[src/verilog/sparse_pkg.sv]
// ========================================
// sparse_pkg: widths, bank and FSM enums,
// and the value and result types
// ========================================
`default_nettype none

package sparse_pkg;

    localparam int WORD_W  = 16;              // stored nonzero value
    localparam int INDEX_W = 6;               // index inside one bank
    localparam int ADDR_W  = 2 + INDEX_W;     // bank field on top of the index
    localparam int ACC_W   = 2 * WORD_W + 1;  // two full products plus a carry
    localparam int LANES   = 2;               // lanes per bitmap entry
    localparam int MAX_DIM = 8;               // largest row or column count
    localparam int DIM_W   = 4;               // counts and indices

    // bank code is the top two bits of a memory address
    typedef enum logic [1:0] {
        BANK_A0,
        BANK_A1,
        BANK_B0,
        BANK_B1
    } bank_e;

    typedef logic [LANES-1:0]  lane_mask_t;
    typedef logic [WORD_W-1:0] word_t;
    typedef logic [ACC_W-1:0]  acc_t;

    typedef enum logic [1:0] {
        WALK_IDLE,
        WALK_ISSUE,   // walking pairs, one per idle fetch
        WALK_WAIT,    // all pairs issued, results still draining
        WALK_DONE
    } walk_state_e;

    typedef enum logic [1:0] {
        FETCH_IDLE,
        FETCH_READ_A,
        FETCH_READ_B,
        FETCH_CLOSE   // B data lands here and the beat goes out
    } fetch_state_e;

endpackage

`default_nettype wire

[src/verilog/sparse_ifs.sv]
// ========================================
// pair, memory and operand interfaces of
// the sparse dot-product engine
// ========================================
`timescale 1ns/100ps
`default_nettype none


interface ram_if;
    import sparse_pkg::*;

    logic              req;     // held with addr until gnt
    logic [ADDR_W-1:0] addr;
    logic              gnt;
    word_t             rdata;
    logic              rvalid;  // one cycle after gnt

    modport requester (output req, addr, input gnt, rdata, rvalid);
    modport responder (input req, addr, output gnt, rdata, rvalid);
endinterface


`default_nettype wire

[src/verilog/value_store.sv]
// ========================================
// value_store: four-bank nonzero memory,
// host writes win over fetch reads
// ========================================
`timescale 1ns/100ps
`default_nettype none

module value_store (
    input  logic                           clk,
    input  logic                           rst,
    input  logic                           load_en,
    input  sparse_pkg::bank_e              load_bank,
    input  logic [sparse_pkg::INDEX_W-1:0] load_index,
    input  sparse_pkg::word_t              load_data,
    ram_if.responder                       ram
);
    import sparse_pkg::*;

    localparam int DEPTH = 1 << ADDR_W;  // four banks of 64 words

    word_t mem [DEPTH];

    // the fetcher only gets the cycles that the host leaves free
    assign ram.gnt = ram.req && !load_en;

    // the single port takes one write or one read per cycle
    always_ff @(posedge clk) begin
        if (load_en) begin
            mem[{load_bank, load_index}] <= load_data;
        end else if (ram.gnt) begin
            ram.rdata <= mem[ram.addr];
        end
    end

    always_ff @(posedge clk or negedge rst) begin
        if (!rst) begin
            ram.rvalid <= 1'b0;
        end else begin
            ram.rvalid <= ram.gnt;
        end
    end

    // a read held off by a load keeps its request and address until granted
    a_req_held: assert property (@(posedge clk) disable iff (!rst)
        ram.req && !ram.gnt |=> ram.req && $stable(ram.addr));

endmodule

`default_nettype wire

[src/flat_wrapper.sv]
// flat-port wrapper written by rule: the top's interface ports become plain ports
module value_store_flat import sparse_pkg::*;
  (clk, rst, load_en, load_bank, load_index, load_data, ram_req, ram_addr, ram_gnt, ram_rdata, ram_rvalid);
  ram_if ram_i ();
  input  logic clk;
  input  logic rst;
  input  logic load_en;
  input  sparse_pkg::bank_e load_bank;
  input  logic [sparse_pkg::INDEX_W-1:0] load_index;
  input  sparse_pkg::word_t load_data;
  input wire logic [$bits(ram_i.req)-1:0] ram_req;
  input wire logic [$bits(ram_i.addr)-1:0] ram_addr;
  output wire logic [$bits(ram_i.gnt)-1:0] ram_gnt;
  output wire logic [$bits(ram_i.rdata)-1:0] ram_rdata;
  output wire logic [$bits(ram_i.rvalid)-1:0] ram_rvalid;
  assign ram_i.req = ram_req;
  assign ram_i.addr = ram_addr;
  assign ram_gnt = ram_i.gnt;
  assign ram_rdata = ram_i.rdata;
  assign ram_rvalid = ram_i.rvalid;
  value_store u_core (.clk(clk), .rst(rst), .load_en(load_en), .load_bank(load_bank), .load_index(load_index), .load_data(load_data), .ram(ram_i));
endmodule
[config.mk]
export PLATFORM = sky130hd
export DESIGN_NAME = value_store_flat
export DESIGN_NICKNAME = d
export VERILOG_FILES = /design/src/verilog/sparse_pkg.sv /design/src/verilog/sparse_ifs.sv /design/src/verilog/value_store.sv /design/src/flat_wrapper.sv
export SDC_FILE = /design/constraint.sdc
export NUM_CORES = 2
export LEC_CHECK = 0
export ABC_AREA = 1
export BUFFER_PORTS_ARGS = -buffer_cell sky130_fd_sc_hd__buf_2
export CORE_MARGIN = 4
export CORE_UTILIZATION = 55
export DETAILED_ROUTE_END_ITERATION = 8
export HOLD_SLACK_MARGIN = 0.05
export PLACE_DENSITY_LB_ADDON = 0.1
export SLEW_MARGIN = 20
export SYNTH_ARGS = -nofsm -noshare
export SYNTH_HDL_FRONTEND = slang
export SYNTH_SLANG_ARGS = --single-unit
[constraint.sdc]
create_clock -name clk -period 2.2 [get_ports clk]
set_input_delay 0.44 -clock clk [delete_from_list [all_inputs] [get_ports clk]]
set_output_delay 0.44 -clock clk [all_outputs]
set_load 0.05 [all_outputs]
**After elaboration in Yosys (flattened, before gate mapping)**

Memories as Yosys holds them, arrays and structs flattened. A register that Yosys moved wholly into a read port is not among the register bits.
Index checks and enable logic that the tools add are counted.
W data, S select, Z words.

- Flip-flop bits (word level): 1
- RAM bits: 4096
- Bits of input ports: 36
- Output and inout port bits: 18
- Logic and storage cells: 8
- Memories kept: 1

- Muxes and demuxes: 2
- Bitwise operators: 1
- Reduce and logical (&&, ||, !) cells: 3

Memories:

| name | words | bits a word | read ports | clocked after memory_dff | wr ports | RTL line | text |
|---|---|---|---|---|---|---|---|
| u_core.mem | 256 | 16 | 1 | 1 | 1 | value_store.sv:21 | `word_t mem [DEPTH];` |

Operator list:

| cell | count |
|---|---|
| $mux W1 | 2 |
| $reduce_and A2 Y1 | 1 |
| $logic_and A1 B1 Y1 | 1 |
| $logic_not A1 Y1 | 1 |
| $not A1 Y1 | 1 |

**Depth between registers and ports, before layout**

- Word-level depth: 3
- Gate-level depth with buffers: 15
- Gate-level depth less buffers: 11

**Worst setup path after synthesis**

OpenSTA, ideal clock, no wires.

- Path kind: input-to-output
- Start: input port load_en
- End: output port ram_gnt
- Data arrival time: 1.982 ns
- Required time: 1.760 ns
- Slack: -0.222 ns
- Cell stages on the path: 2
- Buffers on the path: 1
- Cells stage by stage: clkbuf_1 nor2_1

- Word-level cells in the longest chain between the ends: 2

RTL lines:

| element | RTL line | text |
|---|---|---|
| start, declared | flat_wrapper.sv:7 | `input logic load_en;` |
| $logic_not A1 Y1 | value_store.sv:24 | `assign ram.gnt = ram.req && !load_en;` |
| $logic_and A1 B1 Y1 | value_store.sv:24 |  |
| end, declared | flat_wrapper.sv:13 | `output wire logic [$bits(ram_i.gnt)-1:0] ram_gnt;` |

Every way passes these cells.

**Worst setup path after layout**

- Start: register u_core.ram.rdata[1], read port of u_core.mem
- End: output port ram_rdata[1]

RTL lines:

| element | RTL line | text |
|---|---|---|
| start, declared | sparse_ifs.sv:19 | `modport responder (input req, addr, output gnt, rdata, rvalid);` |
| end, declared | flat_wrapper.sv:14 | `output wire logic [$bits(ram_i.rdata)-1:0] ram_rdata;` |

No word-level cell between the ends.

==> qor.yml <==
post-route-min-period_ns: 2.40
synth-seq-area-share: 0.745
crit_required_ns: 1.76
cts_setup_buffers: 0
post_drt_wl_per_cell_um: 27.0
syn_nets: 13700
place_congestion: 0.911
antenna_found_initial: 24
drv_slew: 0
timing.rr.start: "u_core.mem[33][8]"
ant_nets: 0
synth_top_family_by_area: "simple AND/OR/NAND/NOR gates"
maxCapViolations: 0
finalSetupViolCount: 9
cts_root_buffer: "clkbuf_16"
drive_gt1_frac: 0.130
grt.overflow.total: 0
setup_slack_ns: -0.203
hp-start: "ram_addr[7]"
period_share: 1.09
tightest_slew_ns: 1.16
grt_usage: 0.320
start_util: 0.553
n_fill_cell: 21800
cts_tree: "yes"
clk_latency_ns: 0.98
synthCells: 13600
multiInputGateArea_mm2: 0.0373
io_pins: 54
final_nets: 14400
cts_buffers: 417
violations: "negative setup slack"
drc: 0
p_per_area_mw_per_mm2: 869
hold_path.class: "input port to register"
grt_pass1_wl_mm: 732
syn2layout_area_growth_pct: 17.8
ys_warn_count: 0
crit_path_start_kind: "register"
clock_sinks: 4113
crit_fanout: 1
die_area_mm2: 0.310
cp_num_buf_inv: 1
synth_area_mm2: 0.166
hpwlAfterDp_mm: 314
cp-end-kind: "primary output"
via_per_inst: 6.09
clockBufferDepth: 4
rr_worst_depth: 10
ys_ff_latch: 4113
max_freq_mhz: 416
place_ws_ns: -1.25
syn_avg_cell_area_um2: 12.2
htree_levels: 5
drtIter0Drc: 16400
ir_drop_mv: 0.741
grt_pass1_vias: 107000
synth_cell_types: 15
synth_fa_ha_area_frac: 0
ff_latch_area_mm2: 0.124
fp.dieW_um: 557
p_leak_nw: 69.8
cp_data_arrival_time_ns: 1.96
path_delay_family: "flip-flops"
critPathKind: "register to primary output"
rsz0062_at_grt: "yes"
hold-path-endpoint: "u_core.ram.rdata[12]"
cpPeakStageDelay_ns: 0.74
synthSimpleGateAreaFrac: 0.224
final_cells: 18700
status: "complete, but fails checks"
path_clk_slew_ns: 0.06
hold_violations: 0
grt_max_degree: 80
path_cells: "buf_6"
synth_mux_area_frac: 0
r2r_setup_slack_ns: 0.03
r2r_end: "u_core.ram.rdata[8]"
relSlewSlack: 0.228
synth-compound-area-share: 0
dr.pass1.iters: 7
cpMaxStageDelayCell: "edfxtp_1"
wl_mm: 504
hold_depth: 4
die_height_um: 557
dp.cells: 17900
core_area_mm2: 0.300
port-buffer-count: 53
finalClockSkew_ns: 0.0539
synth-xor-area-share: 0
placementRows: 201
via_count: 114000
==> final cells by class <==
| class | count | area share |
|---|---|---|
| Sequential cell | 4113 | 0.632 |
| Multi-Input combinational cell | 8530 | 0.191 |
| Timing Repair Buffer | 1261 | 0.0797 |
| Clock buffer | 511 | 0.0564 |
| Tap cell | 3958 | 0.0254 |
| Clock inverter | 261 | 0.0137 |
| Inverter | 40 | 0.00114 |
| Antenna cell | 13 | 0.000167 |
| Timing Repair inverter | 2 | 0.000102 |
==> placed cells by master (no fill, tap or decap), types with 83 or more instances in the layout <==
master / count
nand3_1: 4002
nand2_1: 4194
clkinv_1: 84
clkbuf_1: 83
nor2_1: 270
clkbuf_16: 428
edfxtp_1: 4112
buf_4: 720
clkinv_2: 91
buf_12: 465
==> state kept, by name (all words and copies together) (netlist names) <==
signal and cells:
u_core.mem 4096, u_core.ram.rvalid 1, u_core.ram.rdata 16
==> metrics by stage <==
| step | power (W) | instance area [µm²] | hold WS, ns | utilization | TNS, ns |
|---|---|---|---|---|---|
| after detailed placement | 0.0997 | 181000 | 0.216 | 0.603 | -29.74 |
| after floorplan | 0.0935 | 166000 | 0.144 | - | -22.31 |
| after global placement | 0.0996 | 181000 | 0.214 | 0.603 | -26.73 |
| after CTS | 0.170 | 195000 | 0.126 | 0.650 | -1.30 |
| final | 0.170 | 195000 | 0.200 | 0.651 | -0.956 |
| after global routing | 0.174 | 195000 | 0.159 | 0.651 | -0.875 |
==> cell families after synthesis <==
kind of cell | count (synthesis)
simple gates | 8530
flops | 4113
buf+inv | 976
==> Yosys cell counts <==
cell	count	area, µm²
nor2_1	284	1070
dfrtp_1	1	25.0
inv_4	2	12.5
inv_1	35	131
clkbuf_1	168	631
nand3_1	4035	20200
buf_2	497	2490
nand2_1	4211	15800
buf_6	41	462
edfxtp_1	4112	123000
buf_1	62	233
buf_4	167	1250
buf_12	1	20.0
inv_2	2	7.51
clkinv_1	1	3.75
==> per-layer routing <==
layer / track usage / part of all wire / wire (µm)
met5: 0 / 0.00014 / 72
met4: 0.139 / 0.049 / 24700
met3: 0.0560 / 0.10 / 51200
met2: 0.498 / 0.46 / 233000
met1: 0.448 / 0.39 / 195000
==> worst max-delay path by stage <==
stage	depth (start not counted)	startpoint	to	slack, ns
2_1_floorplan	4	load_en	u_core.mem[201][0]	-0.07
3_3_place_gp	13	ram_addr[1]	u_core.ram.rdata[11]	-1.28
3_5_place_dp	13	ram_addr[1]	u_core.ram.rdata[11]	-1.25
4_1_cts	1	u_core.ram.rdata[1]	ram_rdata[1]	-0.26
5_1_grt	1	u_core.ram.rdata[1]	ram_rdata[1]	-0.20
6_report	1	u_core.ram.rdata[1]	ram_rdata[1]	-0.20
==> power breakdown <==
group | total, W | switching [W] | internal [W] | leakage, nW
registers | 0.0865 | 0.0000856 | 0.0864 | 37.0
clock network | 0.0713 | 0.0299 | 0.0414 | 6.70
logic | 0.0119 | 0.00840 | 0.00355 | 26.1
total | 0.170 | 0.0384 | 0.131 | 69.8
==> what timing repair did <==
action,CTS,global route
pin swaps,0,0
setup endpoints to repair,19,20
hold endpoints to repair,496,0
hold buffers,19,0
cloned,1,1
gates resized for setup,38,34
No activity file was read; power rests on OpenSTA's default activity.
