--- src/verilog/sparse_pkg.sv ---
// ========================================
// sparse_pkg: widths, bank and FSM enums,
// and the value and result types
// ========================================
`default_nettype none

package sparse_pkg;

    localparam int WORD_W  = 16;              // stored nonzero value
    localparam int INDEX_W = 6;               // index inside one bank
    localparam int ADDR_W  = 2 + INDEX_W;     // bank field on top of the index
    localparam int ACC_W   = 2 * WORD_W + 1;  // two full products plus a carry
    localparam int LANES   = 2;               // lanes per bitmap entry
    localparam int MAX_DIM = 8;               // largest row or column count
    localparam int DIM_W   = 4;               // counts and indices

    // bank code is the top two bits of a memory address
    typedef enum logic [1:0] {
        BANK_A0,
        BANK_A1,
        BANK_B0,
        BANK_B1
    } bank_e;

    typedef logic [LANES-1:0]  lane_mask_t;
    typedef logic [WORD_W-1:0] word_t;
    typedef logic [ACC_W-1:0]  acc_t;

    typedef enum logic [1:0] {
        WALK_IDLE,
        WALK_ISSUE,   // walking pairs, one per idle fetch
        WALK_WAIT,    // all pairs issued, results still draining
        WALK_DONE
    } walk_state_e;

    typedef enum logic [1:0] {
        FETCH_IDLE,
        FETCH_READ_A,
        FETCH_READ_B,
        FETCH_CLOSE   // B data lands here and the beat goes out
    } fetch_state_e;

endpackage

`default_nettype wire

--- src/verilog/sparse_ifs.sv ---
// ========================================
// pair, memory and operand interfaces of
// the sparse dot-product engine
// ========================================
`timescale 1ns/100ps
`default_nettype none


interface operand_if;
    import sparse_pkg::*;

    logic             beat;
    logic             used;   // low only on the single beat of an empty pair
    word_t            a_val;
    word_t            b_val;
    logic             last;
    logic [DIM_W-1:0] row;
    logic [DIM_W-1:0] col;

    modport source (output beat, used, a_val, b_val, last, row, col);
    modport sink   (input  beat, used, a_val, b_val, last, row, col);
endinterface

`default_nettype wire

--- src/verilog/dot_accumulate.sv ---
// ========================================
// dot_accumulate: multiplies operand beats
// and emits one sum per pair
// ========================================
`timescale 1ns/100ps
`default_nettype none

module dot_accumulate (
    input  logic                         clk,
    input  logic                         rst,
    output logic                         result_valid,
    output logic [sparse_pkg::DIM_W-1:0] result_row,
    output logic [sparse_pkg::DIM_W-1:0] result_col,
    output sparse_pkg::acc_t             result_value,
    output logic                         pair_done,
    operand_if.sink                      op
);
    import sparse_pkg::*;

    logic [2*WORD_W-1:0] product;
    acc_t                sum;
    acc_t                next_sum;

    assign product  = op.a_val * op.b_val;  // one lane per cycle
    assign next_sum = op.used ? sum + acc_t'(product) : sum;

    assign pair_done = result_valid;  // the walker counts results from this

    always_ff @(posedge clk or negedge rst) begin
        if (!rst) begin
            sum          <= '0;
            result_valid <= 1'b0;
        end else begin
            result_valid <= op.beat && op.last;
            if (op.beat) begin
                sum <= op.last ? '0 : next_sum;  // clear for the next pair
            end
        end
    end

    always_ff @(posedge clk) begin
        if (op.beat && op.last) begin
            result_value <= next_sum;
            result_row   <= op.row;
            result_col   <= op.col;
        end
    end

endmodule

`default_nettype wire

--- src/flat_wrapper.sv ---
// flat-port wrapper written by rule: the top's interface ports become plain ports
module dot_accumulate_flat import sparse_pkg::*;
  (clk, rst, result_valid, result_row, result_col, result_value, pair_done, op_beat, op_used, op_a_val, op_b_val, op_last, op_row, op_col);
  operand_if op_i ();
  input  logic clk;
  input  logic rst;
  output logic result_valid;
  output logic [sparse_pkg::DIM_W-1:0] result_row;
  output logic [sparse_pkg::DIM_W-1:0] result_col;
  output sparse_pkg::acc_t result_value;
  output logic pair_done;
  input wire logic [$bits(op_i.beat)-1:0] op_beat;
  input wire logic [$bits(op_i.used)-1:0] op_used;
  input wire logic [$bits(op_i.a_val)-1:0] op_a_val;
  input wire logic [$bits(op_i.b_val)-1:0] op_b_val;
  input wire logic [$bits(op_i.last)-1:0] op_last;
  input wire logic [$bits(op_i.row)-1:0] op_row;
  input wire logic [$bits(op_i.col)-1:0] op_col;
  assign op_i.beat = op_beat;
  assign op_i.used = op_used;
  assign op_i.a_val = op_a_val;
  assign op_i.b_val = op_b_val;
  assign op_i.last = op_last;
  assign op_i.row = op_row;
  assign op_i.col = op_col;
  dot_accumulate u_core (.clk(clk), .rst(rst), .result_valid(result_valid), .result_row(result_row), .result_col(result_col), .result_value(result_value), .pair_done(pair_done), .op(op_i));
endmodule
--- config.mk ---
export PLATFORM = sky130hd
export DESIGN_NAME = dot_accumulate_flat
export DESIGN_NICKNAME = d
export VERILOG_FILES = /design/src/verilog/sparse_pkg.sv /design/src/verilog/sparse_ifs.sv /design/src/verilog/dot_accumulate.sv /design/src/flat_wrapper.sv
export SDC_FILE = /design/constraint.sdc
export NUM_CORES = 1
export LEC_CHECK = 0
export BUFFER_PORTS_ARGS = -buffer_cell sky130_fd_sc_hd__buf_2
export CORE_MARGIN = 5
export CORE_UTILIZATION = 30
export DETAILED_ROUTE_END_ITERATION = 7
export GPL_TIMING_DRIVEN = 0
export PLACE_DENSITY = 0.53
export SLEW_MARGIN = 20
export SYNTH_ARGS = -nofsm -noshare
export SYNTH_HDL_FRONTEND = slang
export SYNTH_SLANG_ARGS = --single-unit
export TNS_END_PERCENT = 30
--- constraint.sdc ---
create_clock -name clk -period 6.4 [get_ports clk]
set_input_delay 0 -clock clk [delete_from_list [all_inputs] [get_ports clk]]
set_output_delay 0 -clock clk [all_outputs]
set_load 0.02 [all_outputs]
; ---- Yosys cells after proc, flatten, opt, wreduce, memory -nomap -nowiden
; Index checks and enable logic that the tools add are counted.
[word_totals]
in_bits = 45
output_inout_bits = 43
reg_bits = 75
[op_classes]
n_mul = 1
n_addsub = 1
mux = 2
n_reduce_logical = 1
[op_table]
columns = cell, n
row1 = 33-bit two-way mux, 2
row2 = 33-bit by 32-bit adder with 33-bit output, 1
row3 = 16-bit by 16-bit multiplier with 32-bit output, 1
row4 = 1-bit logical AND, 1

; ---- Depth between registers and ports, before layout
; Gate-level depths: netlist (run 1).
[depth]
word_depth = 4
depth_mapped = 23

; ---- Worst setup path after synthesis (run 1)
; Ideal clock, no wire load.
[synth_path]
path_type = in2reg
start = input port op_b_val[7]
end = register u_core.result_value[25] (data pin)
cell_stages = 22
slack_ns = 0.900
n_path_buf = 2
setup_ns = 0.260
arrival_time_ns = 5.241
path_cell_list = clkbuf_1 > nand2_1 > fa_1 > inv_1 > fa_1 > inv_1 > fa_1 > inv_1 > fa_1 > fa_1 > inv_1 > fa_1 > inv_1 > ha_1 > clkbuf_1 > a21o_1 > a21o_1 > a221oi_1 > o31ai_1 > a21oi_1 > xnor2_1 > mux2_2
[synth_via]
elab_chain_len = 3
[synth_lines]
columns = element, line
row1 = "start, declared", flat_wrapper.sv:15  ; input wire logic [$bits(op_i.b_val)-1:0] op_b_val;
row2 = 16-bit by 16-bit multiplier with 32-bit output, dot_accumulate.sv:24  ; assign product = op.a_val * op.b_val;
row3 = 33-bit by 32-bit adder with 33-bit output, dot_accumulate.sv:25  ; assign next_sum = op.used ? sum + acc_t'(product) : sum;
row4 = 33-bit two-way mux, dot_accumulate.sv:25
row5 = via u_core.next_sum[25], dot_accumulate.sv:22  ; acc_t next_sum;
row6 = "end signal, assigned", dot_accumulate.sv:43  ; result_value <= next_sum;
row7 = "end, declared", dot_accumulate.sv:14  ; output sparse_pkg::acc_t result_value,
; The timed path passes the listed nets, and every way through them passes these cells.
; A chain may end at the register's enable or synchronous reset.

; ---- Worst setup path in the final report (run 1)
[layout_path]
start = input port op_a_val[0]
end = register u_core.result_value[29] (data pin)
[layout_via]
elab_chain_len = 3
[layout_lines]
columns = element, line
row1 = "start, declared", flat_wrapper.sv:14  ; input wire logic [$bits(op_i.a_val)-1:0] op_a_val;
row2 = 16-bit by 16-bit multiplier with 32-bit output, dot_accumulate.sv:24
row3 = 33-bit by 32-bit adder with 33-bit output, dot_accumulate.sv:25
row4 = 33-bit two-way mux, dot_accumulate.sv:25
row5 = via u_core.next_sum[29], dot_accumulate.sv:22
; The timed path passes the listed nets, and every way through them passes these cells.

==> results of run 1 <==
final timing paths:
| kind | to | depth (start not counted) |
|---|---|---|
| worst min-delay path | u_core.sum[5]$_DFFE_PN0P_ | 3 |
| worst max register to register | u_core.result_value[29]$_DFFE_PP_ | 17 |
| worst max-delay path | u_core.result_value[29]$_DFFE_PP_ | 21 |
| min in group asynchronous | u_core.pair_done$_DFF_PN0_ | 2 |
| worst min register to register | u_core.sum[30]$_DFFE_PN0P_ | 2 |
| max in group asynchronous | u_core.sum[7]$_DFFE_PN0P_ | 2 |
synth_stat cells, drive strengths merged, types with 12 or more instances:
library cell,instances
nand3,24
a21oi,36
o21ai,36
nor2,33
a22o,16
a21o,15
fa,226
nand4,17
nand2,186
clkbuf,59
edfxtp,41
and2,122
dfrtp,34
ha,104
nor3,12
inv,348
tightest hold or removal path: cells and delay by family:
family,cells,cell delay [ps]
AOI/OAI and AO/OA,1,160
buffers and inverters,2,240
what timing repair did:
item / CTS / global route
gates resized for setup: 0 / 29
hold endpoints to repair: 42 / 0
hold buffers: 9 / 0
setup endpoints to repair: 0 / 16
setup buffers: 0 / 0
per-layer routing:
layer	track usage	vias up	share of wire
li1	-	4604	-
met1	0.2285	5113	0.45
met2	0.2780	260	0.48
met3	0.03013	49	0.053
met4	0.04171	0	0.022
met5	0	-	0
layout make-up:
cell class	instances	area share
diodes	1	0.0001720
plain buffers	55	0.01746
clock buffers	12	0.01763
clock inverters	4	0.006707
inverters	349	0.09003
multi-input cells	940	0.6371
flip-flops and latches	75	0.1431
well taps	585	0.05031
repair buffers	97	0.03749
state kept, by name, summed over array words and instances (netlist names):
name	count
u_core.pair_done	1
u_core.result_col	4
u_core.result_row	4
u_core.result_value	33
u_core.sum	33
per-stage QoR:
step	std cells	setup WS, ps	instance area, um^2
2_1_floorplan	1429	899.6	12930
3_3_place_gp	2101	-264.5	14100
3_5_place_dp	2102	-249.4	14120
4_1_cts	2127	120.2	14560
5_1_grt	2117	8.193	14550
6_report	2118	256.8	14550
cell usage in the layout, fill, tap and decap left out, drive strengths merged, types with 6 or more instances in the layout:
cell type,synthesis,final
edfxtp,41,41
o2111ai,6,6
and2,122,122
buf,6,94
fa,226,226
dlygate4sd3,0,9
nand4,17,17
nand2,186,186
inv,348,348
xor2,8,8
o21ai,36,36
o31ai,6,6
mux2,11,11
dfrtp,34,34
ha,104,104
clkbuf,59,61
nor3,12,12
a22o,16,16
a21o,15,15
xnor2,11,11
nand3,24,24
a21oi,36,36
nor2,33,33
logic make-up after synthesis:
logic type,count (synthesis),share of synthesized area
adders and majority gates,330,0.4505
DFF,75,0.1610
AOI/OAI and AO/OA,157,0.08263
muxes,13,0.01113
xor gates and xnor gates,19,0.01287
and+or+nand+nor,421,0.1594
buffers and inverters,414,0.1225
==> impl_metrics.toml, run 1 <==
[synthesis]
synthFlopType = "edfxtp_1"
synth_top_area_share = 0.3499
yosysWarnings = 0
synth.distinct_cells = 58
syn_inst = 1429
async_reset_ff_frac = 0.4533
synthTopCellsByArea = "fa_1, inv_1, ha_1"
synth_area_um2 = 12930
synth_nets = 1804
yosysSeqAreaShare = 0.1610
avgSynthCellArea_um2 = 9.049
yosys.area.top_type = "fa_1"
synth-seq-cells = 75
synth-edff-count = 41

[worst_setup_path]
max_stage_delay_ps = 610
crit_path_cell_trace = "buf_2 -> clkbuf_1 -> nand2_1 -> fa_1 -> fa_1 -> inv_1 -> fa_1 -> fa_1 -> fa_1 -> inv_1 -> fa_1 -> inv_1 -> ha_1 -> clkbuf_1 -> nand2_1 -> nor2_1 -> nand3_1 -> o41ai_1 -> o21ai_0 -> mux2i_1 -> nand2_1"
reg2reg_from = "u_core.sum[15]$_DFFE_PN0P_"
crit_arrival_ps = 6240
cp_num_buf_inv = 6
crit_slowest_cell = "clkbuf_1"
required_ps = 6490
crit_family = "adder cells"
cp_common_cell = "fa_1"
start_kind = "input pin"
critPathKind = "in -> reg"
crit_start = "op_a_val[0]"
r2r_setup_slack_ps = 1290
crit_fanout = 10
end_kind = "register"

[route]
dr.pass1.iters = 5
drcViolationCount = 0
final_antenna_net_count = 0
viasPerCell = 4.734
wl_um = 38070
vias = 10030
drt_iter0_drc = 652
wire_per_inst_um = 17.97

[global_routing]
grt_max_degree = 35
grt_util_all_layers = 0.1677
antenna_found_initial = 5
grt_pass1_wl_um = 61410
gr-total-overflow = 0
grt_pass1_vias = 10820

[clock_tree]
clock_latency_ps = 350
cts-root-buf = "clkbuf_16"
cts_buffer_depth = 2
clkTransAtPathRegs_ps = 60
cts_buffers = 9
tritoncts = "done"
clock_sinks = 75
cts_htree_levels = 3

[finish]
drive_above_1_share = 0.09138
post-route-util = 0.3393
area_growth_pct = 12.52
fillers = 4531
seq_area_um2 = 2082
multi_input_area_um2 = 9270
nNetsFinal = 1902

[sta]
hold_violations = 0
period_minus_slack_ps = 6143
drv_slew = 0
tightestPinTransition_ps = 1049
skew_ps = 9.776
post-route-period-util = 0.9599
hold_ws_ps = 73.88
rsz0062_at_grt = "no"
relSlewSlack = 0.2951
setup_viol = 0
timing.setup.tns_ps = 0
max_freq_ghz = 0.1628

[place]
io_buffer_count = 87
dp_hpwl_um = 32270
gp_congestion = 0.9158

[floorplanning]
die_area_um2 = 47360
coreArea_um2 = 42890
row_count = 76
die_y_um = 217.6
die_w_um = 217.6
io_pins = 88
start_util = 0.3015

[worst_hold_path]
worstHoldStart = "op_beat"
min-delay-path-class = "in -> reg"

[run]
maxCapViolations = 0

[status]
status = "finished, final reports clean"
Power of run 1 is not shown: default switching activity piles up to over one toggle a cycle in this logic, so the estimate is an artifact.
==> inputs of run 2 (changes only) <==
CORE_ASPECT_RATIO = 1.25   (was unset)
==> impl_metrics.toml, run 2 (synthesis results as in run 1) <==
[worst_setup_path]
crit_arrival_ps = 6230
critPathKind = "in -> reg"
cp_common_cell = "fa_1"
crit_start = "op_b_val[8]"
end_kind = "register"
max_stage_delay_ps = 530
required_ps = 6500
crit_slowest_cell = "fa_1"
crit_fanout = 10
start_kind = "input pin"
reg2reg_from = "u_core.sum[15]$_DFFE_PN0P_"
crit_path_cell_trace = "buf_2 -> clkbuf_1 -> nand2_1 -> fa_1 -> inv_1 -> fa_1 -> inv_1 -> fa_1 -> inv_1 -> fa_1 -> fa_1 -> inv_1 -> fa_1 -> inv_1 -> ha_1 -> clkbuf_1 -> a21o_1 -> a21o_1 -> a221oi_1 -> o31ai_1 -> a21oi_1 -> xnor2_1 -> mux2_2"

[sta]
drv_slew = 0
hold_ws_ps = 55.54
setup_viol = 0
hold_violations = 0
rsz0062_at_grt = "no"
relSlewSlack = 0.2516
max_freq_ghz = 0.1632
skew_ps = 17.07
layout_setup_ws_ps = 272.4
tightestPinTransition_ps = 1114
period_minus_slack_ps = 6128
timing.setup.tns_ps = 0
post-route-period-util = 0.9574

[global_routing]
gr-total-overflow = 0
grt_pass1_vias = 10960
grt_util_all_layers = 0.1633
grt_pass1_wl_um = 60990
grt_max_degree = 35
antenna_found_initial = 1

[finish]
area_growth_pct = 12.35
drive_above_1_share = 0.08831
fillers = 4489
nNetsFinal = 1910
final_cell_mix = "inv_1, fa_1, nand2_1"
diodes = 0
layout_commonest_cell = "inv_1"
top_regs = "u_core.result_value x33, u_core.sum x33"
final_cells = 2105

[floorplanning]
die_area_um2 = 47380
die_w_um = 195.7
row_count = 85
die_y_um = 242.1
io_pins = 88
coreArea_um2 = 42860
start_util = 0.3017

[route]
drcViolationCount = 0
wl_um = 37230
drt_iter0_drc = 419
vias = 9724
viasPerCell = 4.619
final_antenna_net_count = 0
wire_per_inst_um = 17.69
dr.pass1.iters = 6

[clock_tree]
tritoncts = "done"
cts-root-buf = "clkbuf_16"
clkTransAtPathRegs_ps = 80
cts_htree_levels = 3
clock_sinks = 75
clock_latency_ps = 360
cts_buffer_depth = 2
cts_buffers = 9

[status]
status = "finished, final reports clean"

[place]
dp_cells = 2082
preCtsSetupSlack_ps = -339.7
dp_hpwl_um = 32330
io_buffer_count = 87
gp_congestion = 0.8871

[worst_hold_path]
min-delay-path-class = "in -> reg"
worstHoldStart = "op_beat"

[run]
maxCapViolations = 0
## run 2: cell types whose count changed in the layout (fill, tap and decap cells not counted), sizes merged
cell	change
clkbuf	+5
inv	+1
diode	-1
bufinv	-1
clkinvlp	+1
clkinv	+2
## run 2: path summary, 6_finish.rpt
kind	endpoint	slack, ps	cells past startpoint
setup / recovery	u_core.result_value[25]$_DFFE_PP_	270	23
hold / removal	u_core.sum[2]$_DFFE_PN0P_	60	3
setup reg to reg	u_core.result_value[25]$_DFFE_PP_	1360	17
hold reg to reg	u_core.sum[30]$_DFFE_PN0P_	510	2
max in group asynchronous	u_core.pair_done$_DFF_PN0_	5460	2
min in group asynchronous	u_core.sum[14]$_DFFE_PN0P_	340	2
## run 2: critical path, delay by kind of cell
| family | cells | cell delay (ps) |
|---|---|---|
| AO/OA/AOI/OAI | 5 | 1210 |
| XOR/XNOR | 1 | 130 |
| adder cells (fa/ha/maj) | 7 | 3310 |
| buffers and inverters | 8 | 1110 |
| multiplexers | 1 | 290 |
| AND/OR/NAND/NOR | 1 | 150 |
## run 2: what timing repair did
| item | in CTS | in global routing |
|---|---|---|
| endpoints found under the hold margin | 42 | 0 |
| setup buffers | 0 | 0 |
| hold buffers | 9 | 0 |
| resized for setup | 0 | 18 |
| setup endpoints to repair | 0 | 11 |
## run 2: through the flow
step                cell area [um^2]    util
floorplan                      12930       -
global placement               14070  0.3284
detailed placement             14090  0.3289
CTS                            14510  0.3386
global route                   14530  0.3390
finish                         14530  0.3390
## run 2: cell type report
type | count | area, um^2 | share of cell area
buffer | 63 | 275.3 | 0.01895
inverter | 349 | 1310 | 0.09017
multi-input combinational | 940 | 9281 | 0.6389
tap | 565 | 706.9 | 0.04866
clock inverter | 7 | 101.3 | 0.006976
timing repair buffer | 97 | 545.5 | 0.03755
sequential | 75 | 2082 | 0.1433
clock buffer | 9 | 225.2 | 0.01550
## run 2: routing by layer
layer  wire length (um)  vias up  track usage  share of wire
li1                   -     4618            -              -
met1              15800     4854       0.1993           0.42
met2              18790      177       0.2918           0.50
met3               1052       73      0.01711          0.028
met4               1585        2      0.06882          0.043
met5                  7        -            0        0.00019
Power of run 2 is left out for the same reason.
