==> config.mk <==
export PLATFORM = sky130hd
export DESIGN_NAME = operand_fetch_flat
export DESIGN_NICKNAME = d
export VERILOG_FILES = /design/src/verilog/sparse_pkg.sv /design/src/verilog/sparse_ifs.sv /design/src/verilog/operand_fetch.sv /design/src/flat_wrapper.sv
export SDC_FILE = /design/constraint.sdc
export NUM_CORES = 1
export LEC_CHECK = 0
export BUFFER_PORTS_ARGS = -buffer_cell sky130_fd_sc_hd__buf_2
export CAP_MARGIN = 25
export CORE_MARGIN = 5
export CORE_UTILIZATION = 45
export DETAILED_ROUTE_END_ITERATION = 7
export GPL_ROUTABILITY_DRIVEN = 0
export PLACE_DENSITY = 0.72
export SETUP_SLACK_MARGIN = 0.05
export SLEW_MARGIN = 15
export SYNTH_ARGS = -nofsm -noshare
export SYNTH_HDL_FRONTEND = slang
export SYNTH_SLANG_ARGS = --single-unit
==> constraint.sdc <==
create_clock -name clk -period 2 [get_ports clk]
set_clock_uncertainty 0.2 [all_clocks]
set_input_delay 0.4 -clock clk [delete_from_list [all_inputs] [get_ports clk]]
set_output_delay 0.4 -clock clk [all_outputs]
set_load 0.01 [all_outputs]
==> src/verilog/sparse_pkg.sv <==
// ========================================
// sparse_pkg: widths, bank and FSM enums,
// and the value and result types
// ========================================
`default_nettype none

package sparse_pkg;

    localparam int WORD_W  = 16;              // stored nonzero value
    localparam int INDEX_W = 6;               // index inside one bank
    localparam int ADDR_W  = 2 + INDEX_W;     // bank field on top of the index
    localparam int ACC_W   = 2 * WORD_W + 1;  // two full products plus a carry
    localparam int LANES   = 2;               // lanes per bitmap entry
    localparam int MAX_DIM = 8;               // largest row or column count
    localparam int DIM_W   = 4;               // counts and indices

    // bank code is the top two bits of a memory address
    typedef enum logic [1:0] {
        BANK_A0,
        BANK_A1,
        BANK_B0,
        BANK_B1
    } bank_e;

    typedef logic [LANES-1:0]  lane_mask_t;
    typedef logic [WORD_W-1:0] word_t;
    typedef logic [ACC_W-1:0]  acc_t;

    typedef enum logic [1:0] {
        WALK_IDLE,
        WALK_ISSUE,   // walking pairs, one per idle fetch
        WALK_WAIT,    // all pairs issued, results still draining
        WALK_DONE
    } walk_state_e;

    typedef enum logic [1:0] {
        FETCH_IDLE,
        FETCH_READ_A,
        FETCH_READ_B,
        FETCH_CLOSE   // B data lands here and the beat goes out
    } fetch_state_e;

endpackage

`default_nettype wire

==> src/verilog/sparse_ifs.sv <==
// ========================================
// pair, memory and operand interfaces of
// the sparse dot-product engine
// ========================================
`timescale 1ns/100ps
`default_nettype none

interface pair_if;
    import sparse_pkg::*;

    logic               issue;     // one-cycle strobe per pair
    lane_mask_t         mask;      // A lanes AND B lanes of this pair
    logic [INDEX_W-1:0] a_index0;
    logic [INDEX_W-1:0] a_index1;
    logic [INDEX_W-1:0] b_index0;
    logic [INDEX_W-1:0] b_index1;
    logic [DIM_W-1:0]   row;
    logic [DIM_W-1:0]   col;

    modport source (output issue, mask, a_index0, a_index1, b_index0, b_index1, row, col);
    modport sink   (input  issue, mask, a_index0, a_index1, b_index0, b_index1, row, col);
endinterface

interface ram_if;
    import sparse_pkg::*;

    logic              req;     // held with addr until gnt
    logic [ADDR_W-1:0] addr;
    logic              gnt;
    word_t             rdata;
    logic              rvalid;  // one cycle after gnt

    modport requester (output req, addr, input gnt, rdata, rvalid);
    modport responder (input req, addr, output gnt, rdata, rvalid);
endinterface

interface operand_if;
    import sparse_pkg::*;

    logic             beat;
    logic             used;   // low only on the single beat of an empty pair
    word_t            a_val;
    word_t            b_val;
    logic             last;
    logic [DIM_W-1:0] row;
    logic [DIM_W-1:0] col;

    modport source (output beat, used, a_val, b_val, last, row, col);
    modport sink   (input  beat, used, a_val, b_val, last, row, col);
endinterface

`default_nettype wire

==> src/verilog/operand_fetch.sv <==
// ========================================
// operand_fetch: reads A and B values for
// each set lane and sends operand beats
// ========================================
`timescale 1ns/100ps
`default_nettype none

module operand_fetch (
    input  logic      clk,
    input  logic      rst,
    output logic      fetch_busy,
    pair_if.sink      pair,
    ram_if.requester  ram,
    operand_if.source op
);
    import sparse_pkg::*;

    fetch_state_e       state;
    lane_mask_t         lanes;   // lanes of this pair still to fetch
    lane_mask_t         rest;
    logic               lane;    // lane being fetched
    logic [INDEX_W-1:0] a_idx [LANES];
    logic [INDEX_W-1:0] b_idx [LANES];
    logic [DIM_W-1:0]   row_r;
    logic [DIM_W-1:0]   col_r;
    word_t              a_hold;
    bank_e              bank;
    logic [INDEX_W-1:0] idx;
    logic               take;
    logic               close_beat;

    assign fetch_busy = (state != FETCH_IDLE);
    assign take       = (state == FETCH_IDLE) && pair.issue;
    // an empty pair closes at once with no read behind it
    assign close_beat = (state == FETCH_CLOSE) && (lanes == '0 || ram.rvalid);

    always_comb begin
        rest       = lanes;
        rest[lane] = 1'b0;
    end

    always_comb begin
        if (state == FETCH_READ_B) begin
            bank = lane ? BANK_B1 : BANK_B0;
            idx  = b_idx[lane];
        end else begin
            bank = lane ? BANK_A1 : BANK_A0;
            idx  = a_idx[lane];
        end
    end

    assign ram.req  = (state == FETCH_READ_A) || (state == FETCH_READ_B);
    assign ram.addr = {bank, idx};

    always_ff @(posedge clk or negedge rst) begin
        if (!rst) begin
            state   <= FETCH_IDLE;
            lanes   <= '0;
            lane    <= 1'b0;
            op.beat <= 1'b0;
        end else begin
            op.beat <= close_beat;
            case (state)
                FETCH_IDLE: begin
                    if (take) begin
                        lanes <= pair.mask;
                        lane  <= ~pair.mask[0];  // lowest set lane goes first
                        state <= (pair.mask == '0) ? FETCH_CLOSE : FETCH_READ_A;
                    end
                end
                FETCH_READ_A: begin
                    if (ram.gnt) begin
                        state <= FETCH_READ_B;
                    end
                end
                FETCH_READ_B: begin
                    if (ram.gnt) begin
                        state <= FETCH_CLOSE;
                    end
                end
                default: begin
                    if (close_beat) begin
                        lanes <= rest;
                        lane  <= ~rest[0];
                        state <= (rest == '0) ? FETCH_IDLE : FETCH_READ_A;
                    end
                end
            endcase
        end
    end

    always_ff @(posedge clk) begin
        if (take) begin
            a_idx[0] <= pair.a_index0;
            a_idx[1] <= pair.a_index1;
            b_idx[0] <= pair.b_index0;
            b_idx[1] <= pair.b_index1;
            row_r    <= pair.row;
            col_r    <= pair.col;
        end
        if (state == FETCH_READ_B && ram.rvalid) begin
            a_hold <= ram.rdata;  // A data returns while B is requested
        end
        if (close_beat) begin
            op.used  <= (lanes != '0);
            op.a_val <= a_hold;
            op.b_val <= ram.rdata;
            op.last  <= (rest == '0);
            op.row   <= row_r;
            op.col   <= col_r;
        end
    end

    // read data only ever answers a granted request of the cycle before
    a_rvalid_granted: assert property (@(posedge clk) disable iff (!rst)
        ram.rvalid |-> $past(ram.req && ram.gnt));

endmodule

`default_nettype wire

==> src/flat_wrapper.sv <==
// flat-port wrapper written by rule: the top's interface ports become plain ports
module operand_fetch_flat import sparse_pkg::*;
  (clk, rst, fetch_busy, pair_issue, pair_mask, pair_a_index0, pair_a_index1, pair_b_index0, pair_b_index1, pair_row, pair_col, ram_req, ram_addr, ram_gnt, ram_rdata, ram_rvalid, op_beat, op_used, op_a_val, op_b_val, op_last, op_row, op_col);
  pair_if pair_i ();
  ram_if ram_i ();
  operand_if op_i ();
  input  logic clk;
  input  logic rst;
  output logic fetch_busy;
  input wire logic [$bits(pair_i.issue)-1:0] pair_issue;
  input wire logic [$bits(pair_i.mask)-1:0] pair_mask;
  input wire logic [$bits(pair_i.a_index0)-1:0] pair_a_index0;
  input wire logic [$bits(pair_i.a_index1)-1:0] pair_a_index1;
  input wire logic [$bits(pair_i.b_index0)-1:0] pair_b_index0;
  input wire logic [$bits(pair_i.b_index1)-1:0] pair_b_index1;
  input wire logic [$bits(pair_i.row)-1:0] pair_row;
  input wire logic [$bits(pair_i.col)-1:0] pair_col;
  output wire logic [$bits(ram_i.req)-1:0] ram_req;
  output wire logic [$bits(ram_i.addr)-1:0] ram_addr;
  input wire logic [$bits(ram_i.gnt)-1:0] ram_gnt;
  input wire logic [$bits(ram_i.rdata)-1:0] ram_rdata;
  input wire logic [$bits(ram_i.rvalid)-1:0] ram_rvalid;
  output wire logic [$bits(op_i.beat)-1:0] op_beat;
  output wire logic [$bits(op_i.used)-1:0] op_used;
  output wire logic [$bits(op_i.a_val)-1:0] op_a_val;
  output wire logic [$bits(op_i.b_val)-1:0] op_b_val;
  output wire logic [$bits(op_i.last)-1:0] op_last;
  output wire logic [$bits(op_i.row)-1:0] op_row;
  output wire logic [$bits(op_i.col)-1:0] op_col;
  assign pair_i.issue = pair_issue;
  assign pair_i.mask = pair_mask;
  assign pair_i.a_index0 = pair_a_index0;
  assign pair_i.a_index1 = pair_a_index1;
  assign pair_i.b_index0 = pair_b_index0;
  assign pair_i.b_index1 = pair_b_index1;
  assign pair_i.row = pair_row;
  assign pair_i.col = pair_col;
  assign ram_req = ram_i.req;
  assign ram_addr = ram_i.addr;
  assign ram_i.gnt = ram_gnt;
  assign ram_i.rdata = ram_rdata;
  assign ram_i.rvalid = ram_rvalid;
  assign op_beat = op_i.beat;
  assign op_used = op_i.used;
  assign op_a_val = op_i.a_val;
  assign op_b_val = op_i.b_val;
  assign op_last = op_i.last;
  assign op_row = op_i.row;
  assign op_col = op_i.col;
  operand_fetch u_core (.clk(clk), .rst(rst), .fetch_busy(fetch_busy), .pair(pair_i), .ram(ram_i), .op(op_i));
endmodule
-- Word level (Yosys, flattened, before mapping)
Memories as Yosys holds them, arrays and structs flattened.
Cells that the tools add are included.
- flip-flop bits (word level): 72
- memory bits (writable): 24
- word-level logic and storage cells: 66
- memories: 2
- order comparisons: 2
- eq/ne operators: 6
- multiplexer cells: 21
- bitwise gates (word level): 5
- reductions and logical operators: 17
- memories (memory ; depth ; bits a word ; read ports ; clocked after Yosys merged registers in ; wr ports ; RTL line ; source):
    u_core.a_idx ; 2 ; 6 ; 1 ; 0 ; 2 ; operand_fetch.sv:22 ; logic [INDEX_W-1:0] a_idx [LANES];
    u_core.b_idx ; 2 ; 6 ; 1 ; 0 ; 2 ; operand_fetch.sv:23 ; logic [INDEX_W-1:0] b_idx [LANES];
- operators with widths (kind ; number):
    $mux W2 ; 8
    $logic_not A2 Y1 ; 4
    $mux W1 ; 8
    $mux W6 ; 1
    $pmux W2 S3 ; 1
    $reduce_bool A2 Y1 ; 3
    $eq A2 B2 Y1 const B ; 2
    $logic_and A1 B1 Y1 ; 4
    $ne A2 B2 Y1 const B ; 2
    $pmux W2 S2 ; 1
    $reduce_and A4 Y1 ; 1
    $reduce_bool A4 Y1 ; 1
    $not A1 Y1 ; 3
    $reduce_and A3 Y1 ; 1
    $and A2 B2 Y2 ; 1
    $eq A2 B1 Y1 const B ; 1
    $logic_or A1 B1 Y1 ; 2
    $lt A1 B2 Y1 const B ; 1
    $ne A2 B1 Y1 const B ; 1
    $not A2 Y2 ; 1
    $pmux W1 S2 ; 1
    $reduce_or A2 Y1 ; 1
    $demux W1 S1 ; 1
    $ge A1 B1 Y1 const B ; 1

-- Longest topological paths before layout
- depth after elaboration: 10
- mapped depth: 7
- depth with buffers taken out: 6

-- Least setup slack after synthesis
Ideal clock, no wire load.
- kind: flip-flop to flip-flop
- start point: register u_core.state[0]
- end point: register u_core.op.a_val[0], enable pin
- data arrival time: 1537 ps
- slack: -134 ps
- cell stages (with the launch flop): 4
- buffers on the path: 0
- path through: dfrtp_1 -> ha_1 -> o21ai_0 -> inv_1
- word-level cells in the longest chain between the ends: 2
- RTL lines (what ; RTL line ; source):
    start: declaration ; operand_fetch.sv:18 ; fetch_state_e state;
    start signal: assignment ; operand_fetch.sv:68 ; state <= (pair.mask == '0) ? FETCH_CLOSE : FETCH_READ_A;
    start signal: assignment ; operand_fetch.sv:85 ; state <= (rest == '0) ? FETCH_IDLE : FETCH_READ_A;
    $eq A2 B2 Y1 ; operand_fetch.sv:35 ; assign close_beat = (state == FETCH_CLOSE) && (lanes == '0 || ram.rvalid);
    $logic_and A1 B1 Y1 ; operand_fetch.sv:35 ;
    named net u_core.close_beat ; operand_fetch.sv:30 ; logic close_beat;
    end signal: assignment ; operand_fetch.sv:106 ; op.a_val <= a_hold;
    end: declaration ; sparse_ifs.sv:48 ; modport source (output beat, used, a_val, b_val, last, row, col);
The timed path passes the listed nets, and every way through them passes these cells.
A chain may end at the register's enable or synchronous reset.

-- Worst setup path after layout
- start point: register u_core.lane
- end point: output port ram_addr[4]
- word-level cells in the longest chain between the ends: 2
- elaborated cells on any way between the ends: 3
- classes of those cells: mux (1); memory (2)
- RTL lines (what ; RTL line ; source):
    start: declaration ; operand_fetch.sv:21 ; logic lane;
    start signal: assignment ; operand_fetch.sv:67 ; lane <= ~pair.mask[0];
    start signal: assignment ; operand_fetch.sv:84 ; lane <= ~rest[0];
    $mem_v2 Z2 W6, on equally long branches ; -- ;
    $mux W6 (*) ; operand_fetch.sv:43 ; if (state == FETCH_READ_B) begin
    end: declaration ; flat_wrapper.sv:19 ; output wire logic [$bits(ram_i.addr)-1:0] ram_addr;
Mark *: on every way between the ends. The rest lies on a longest branch, timed or not.

==> reports/metrics.yaml <==
run_status:
  status: "complete, but fails checks"
  violations: "setup timing"
job:
  cap_violations: 0
floorplan:
  die_y_um: 95.43
  floorplan.initialDensity_pct: 45.77
  coreArea_mm2: 0.007176
  ios: 108
  rows: 31
  dieArea_mm2: 0.009107
  fp.dieW_um: 95.43
worst_hold_path:
  hold_start: "pair_a_index1[5]"
  holdPathStages: 1
  holdPathEnd: "u_core.a_idx[1][5]"
  holdCritPathClass: "input port to register"
timing:
  setup_ws_ns: -0.1762
  slew-limit-headroom_pct: 82.29
  min_period_ns: 2.176
  finalSetupViolCount: 6
  holdWs_ns: 0.02267
  fmax_ghz: 0.4595
  finalHoldViolations: 0
  worstMarginPinSlew_ns: 0.2656
  finalCritPeriodShare_pct: 108.8
  maxSlewViolCount: 0
  rsz0062_at_grt: "yes"
critical_path:
  r2r_slack_ns: 0.11
  cp.required_ns: 1.40
  arrival_ns: 1.58
  crit_path_end_kind: "output pin"
  cp-start-kind: "register"
  r2r_end: "u_core.lane"
  worstRegToRegCells: 8
  critPathMaxFanout: 8
  reg2reg_from: "u_core.state[1]"
  path_class: "register to output pin"
place:
  dpl.hpwl_mm: 3.959
  post-place-ws_ns: 0.01395
  port-buffer-count: 107
global_route:
  grt_max_degree: 44
  track_usage_pct: 12.79
  first_global_vias: 1709
  grt_overflow: 0
  antenna_found_initial: 0
  grt_pass1_wl_mm: 8.411
final_layout:
  syn2layout_area_growth_pct: 36.88
  layout_commonest_cell: "buf_2"
  fin_util_pct: 62.65
  diodes: 0
  layout-drive-gt1-share_pct: 53.79
  fin_nets: 344
  final_cell_mix: "buf_2 (101), edfxtp_1 (90), dlygate4sd3_1 (18), clkbuf_8 (9), buf_6 (9)"
synth:
  yosys_most_used_dff: "edfxtp_1"
  synth_area_mm2: 0.003284
  synth_edf_count: 90
  synth_top_area_share_pct: 82.29
  ys_seq_area_share_pct: 86.86
  syn_inst: 144
  yosysUniqueCellTypes: 28
  syn_nets: 203
  yosysTopAreaCell: "edfxtp_1"
  synth-async-reset-ratio_pct: 6.250
  ys_ff_latch: 96
  yosysWarnings: 0
  synthTopCellsByArea: "edfxtp_1 (82%), dfrtp_1 (4.6%), mux4_2 (4.1%), ha_1 (1.5%), buf_6 (1.0%)"
  avgSynthCellArea_um2: 22.81
route:
  finalWirelength_mm: 5.989
  drc: 0
  drt_iter0_drc: 64
  via_per_inst: 4.550
  detail-route-antenna-nets: 0
  via_count: 1770
  firstDrtPassIters: 4
  routedWlPerCell_um: 15.40
power:
  powerDensity_mw_per_mm2: 1332
  leakage_uw: 0.001728
  peakVddDrop_uv: 832.9
clock_tree:
  cts.sink_count: 96
  htree_levels: 3
  clk_pin_slew_ns: 0.10
  clockBufferDepth: 2
  clockRootBuffer: "clkbuf_8"
  clk_latency_ns: 0.36
  cts_buffers: 9
  cts_tree: "done"
[how the worst max path moves through the flow]
stage,from,end,slack [ns],depth (start not counted)
3_5_place_dp,u_core.state[0],ram_addr[4],0.01,4
3_3_place_gp,u_core.state[0],ram_addr[2],0.06,4
4_1_cts,u_core.lane,ram_addr[4],-0.21,2
5_1_grt,u_core.lane,ram_addr[0],-0.26,2
6_report,u_core.lane,ram_addr[4],-0.18,2
2_1_floorplan,u_core.state[0],u_core.op.a_val[0],0.05,3
[stage by stage]
| stage | cell area, um^2 | cells | setup TNS (ns) | power [uW] |
|---|---|---|---|---|
| floorplan | 3292 | 144 | 0 | 3883 |
| global placement | 3985 | 351 | 0 | 4418 |
| detailed placement | 3985 | 351 | 0 | 4455 |
| CTS | 4322 | 377 | -1.232 | 5803 |
| global route | 4496 | 389 | -1.510 | 6330 |
| finish | 4496 | 389 | -0.9931 | 5989 |
[power by group]
group	switching, uW	internal, uW
Clock	667	465
Sequential	154	2730
Combinational	998	971
[critical path, stage by stage, from the launching register on]
cell     delay (ns)
dfrtp_2        0.51
mux4_2         0.56
buf_6          0.14
[logic make-up after synthesis]
family	synth area share [%]
and+or+nand+nor	2.362
AOI/OAI and AO/OA	2.553
DFF	86.86
adders and majority gates	1.524
muxes	4.762
buffers and inverters	1.943
[area by class of cell]
class | instances | area, um^2
Clock inverter | 7 | 53.80
Clock buffer | 9 | 123.9
Fill cell | 523 | 2680
Inverter | 6 | 31.28
Sequential cell | 96 | 2854
Timing Repair Buffer | 134 | 869.6
Multi-Input combinational cell | 38 | 439.2
Tap cell | 99 | 123.9
[state kept, by name, summed over array words and instances, names as in the netlist]
name / flops
u_core.a_hold: 16
u_core.a_idx: 12
u_core.b_idx: 12
u_core.col_r: 4
u_core.lane: 1
u_core.lanes: 2
u_core.op.a_val: 16
u_core.op.b_val: 16
u_core.op.beat: 1
u_core.op.col: 4
u_core.op.last: 1
u_core.op.row: 4
u_core.op.used: 1
u_core.row_r: 4
u_core.state: 2
[Yosys cell counts (2+ instances only)]
| cell type | n |
|---|---|
| nor2_1 | 3 |
| a21oi_1 | 2 |
| nand2_1 | 2 |
| edfxtp_1 | 90 |
| dfrtp_1 | 6 |
| buf_6 | 3 |
| mux4_2 | 6 |
| o21ai_0 | 4 |
| inv_1 | 6 |
| ha_1 | 4 |
[per-layer routing]
metal | vias to the layer above | track usage, % | share of wire [%] | routed length [um]
li1 | 850 | - | - | -
met3 | 6 | 6.077 | 12 | 697
met5 | - | 0 | 0 | 0
met1 | 822 | 16.38 | 39 | 2335
met4 | 0 | 3.910 | 1.1 | 63
met2 | 92 | 19.48 | 48 | 2892
[what timing repair did]
item                       4_1_cts  5_1_grt
hold endpoints to repair        13       10
buffers inserted                 2        2
pin swaps                        0        4
setup endpoints to repair        8       10
gates resized for setup         15       15
gates cloned                     0        1
hold buffers                     8       10
(Power assumes the default switching activity.)
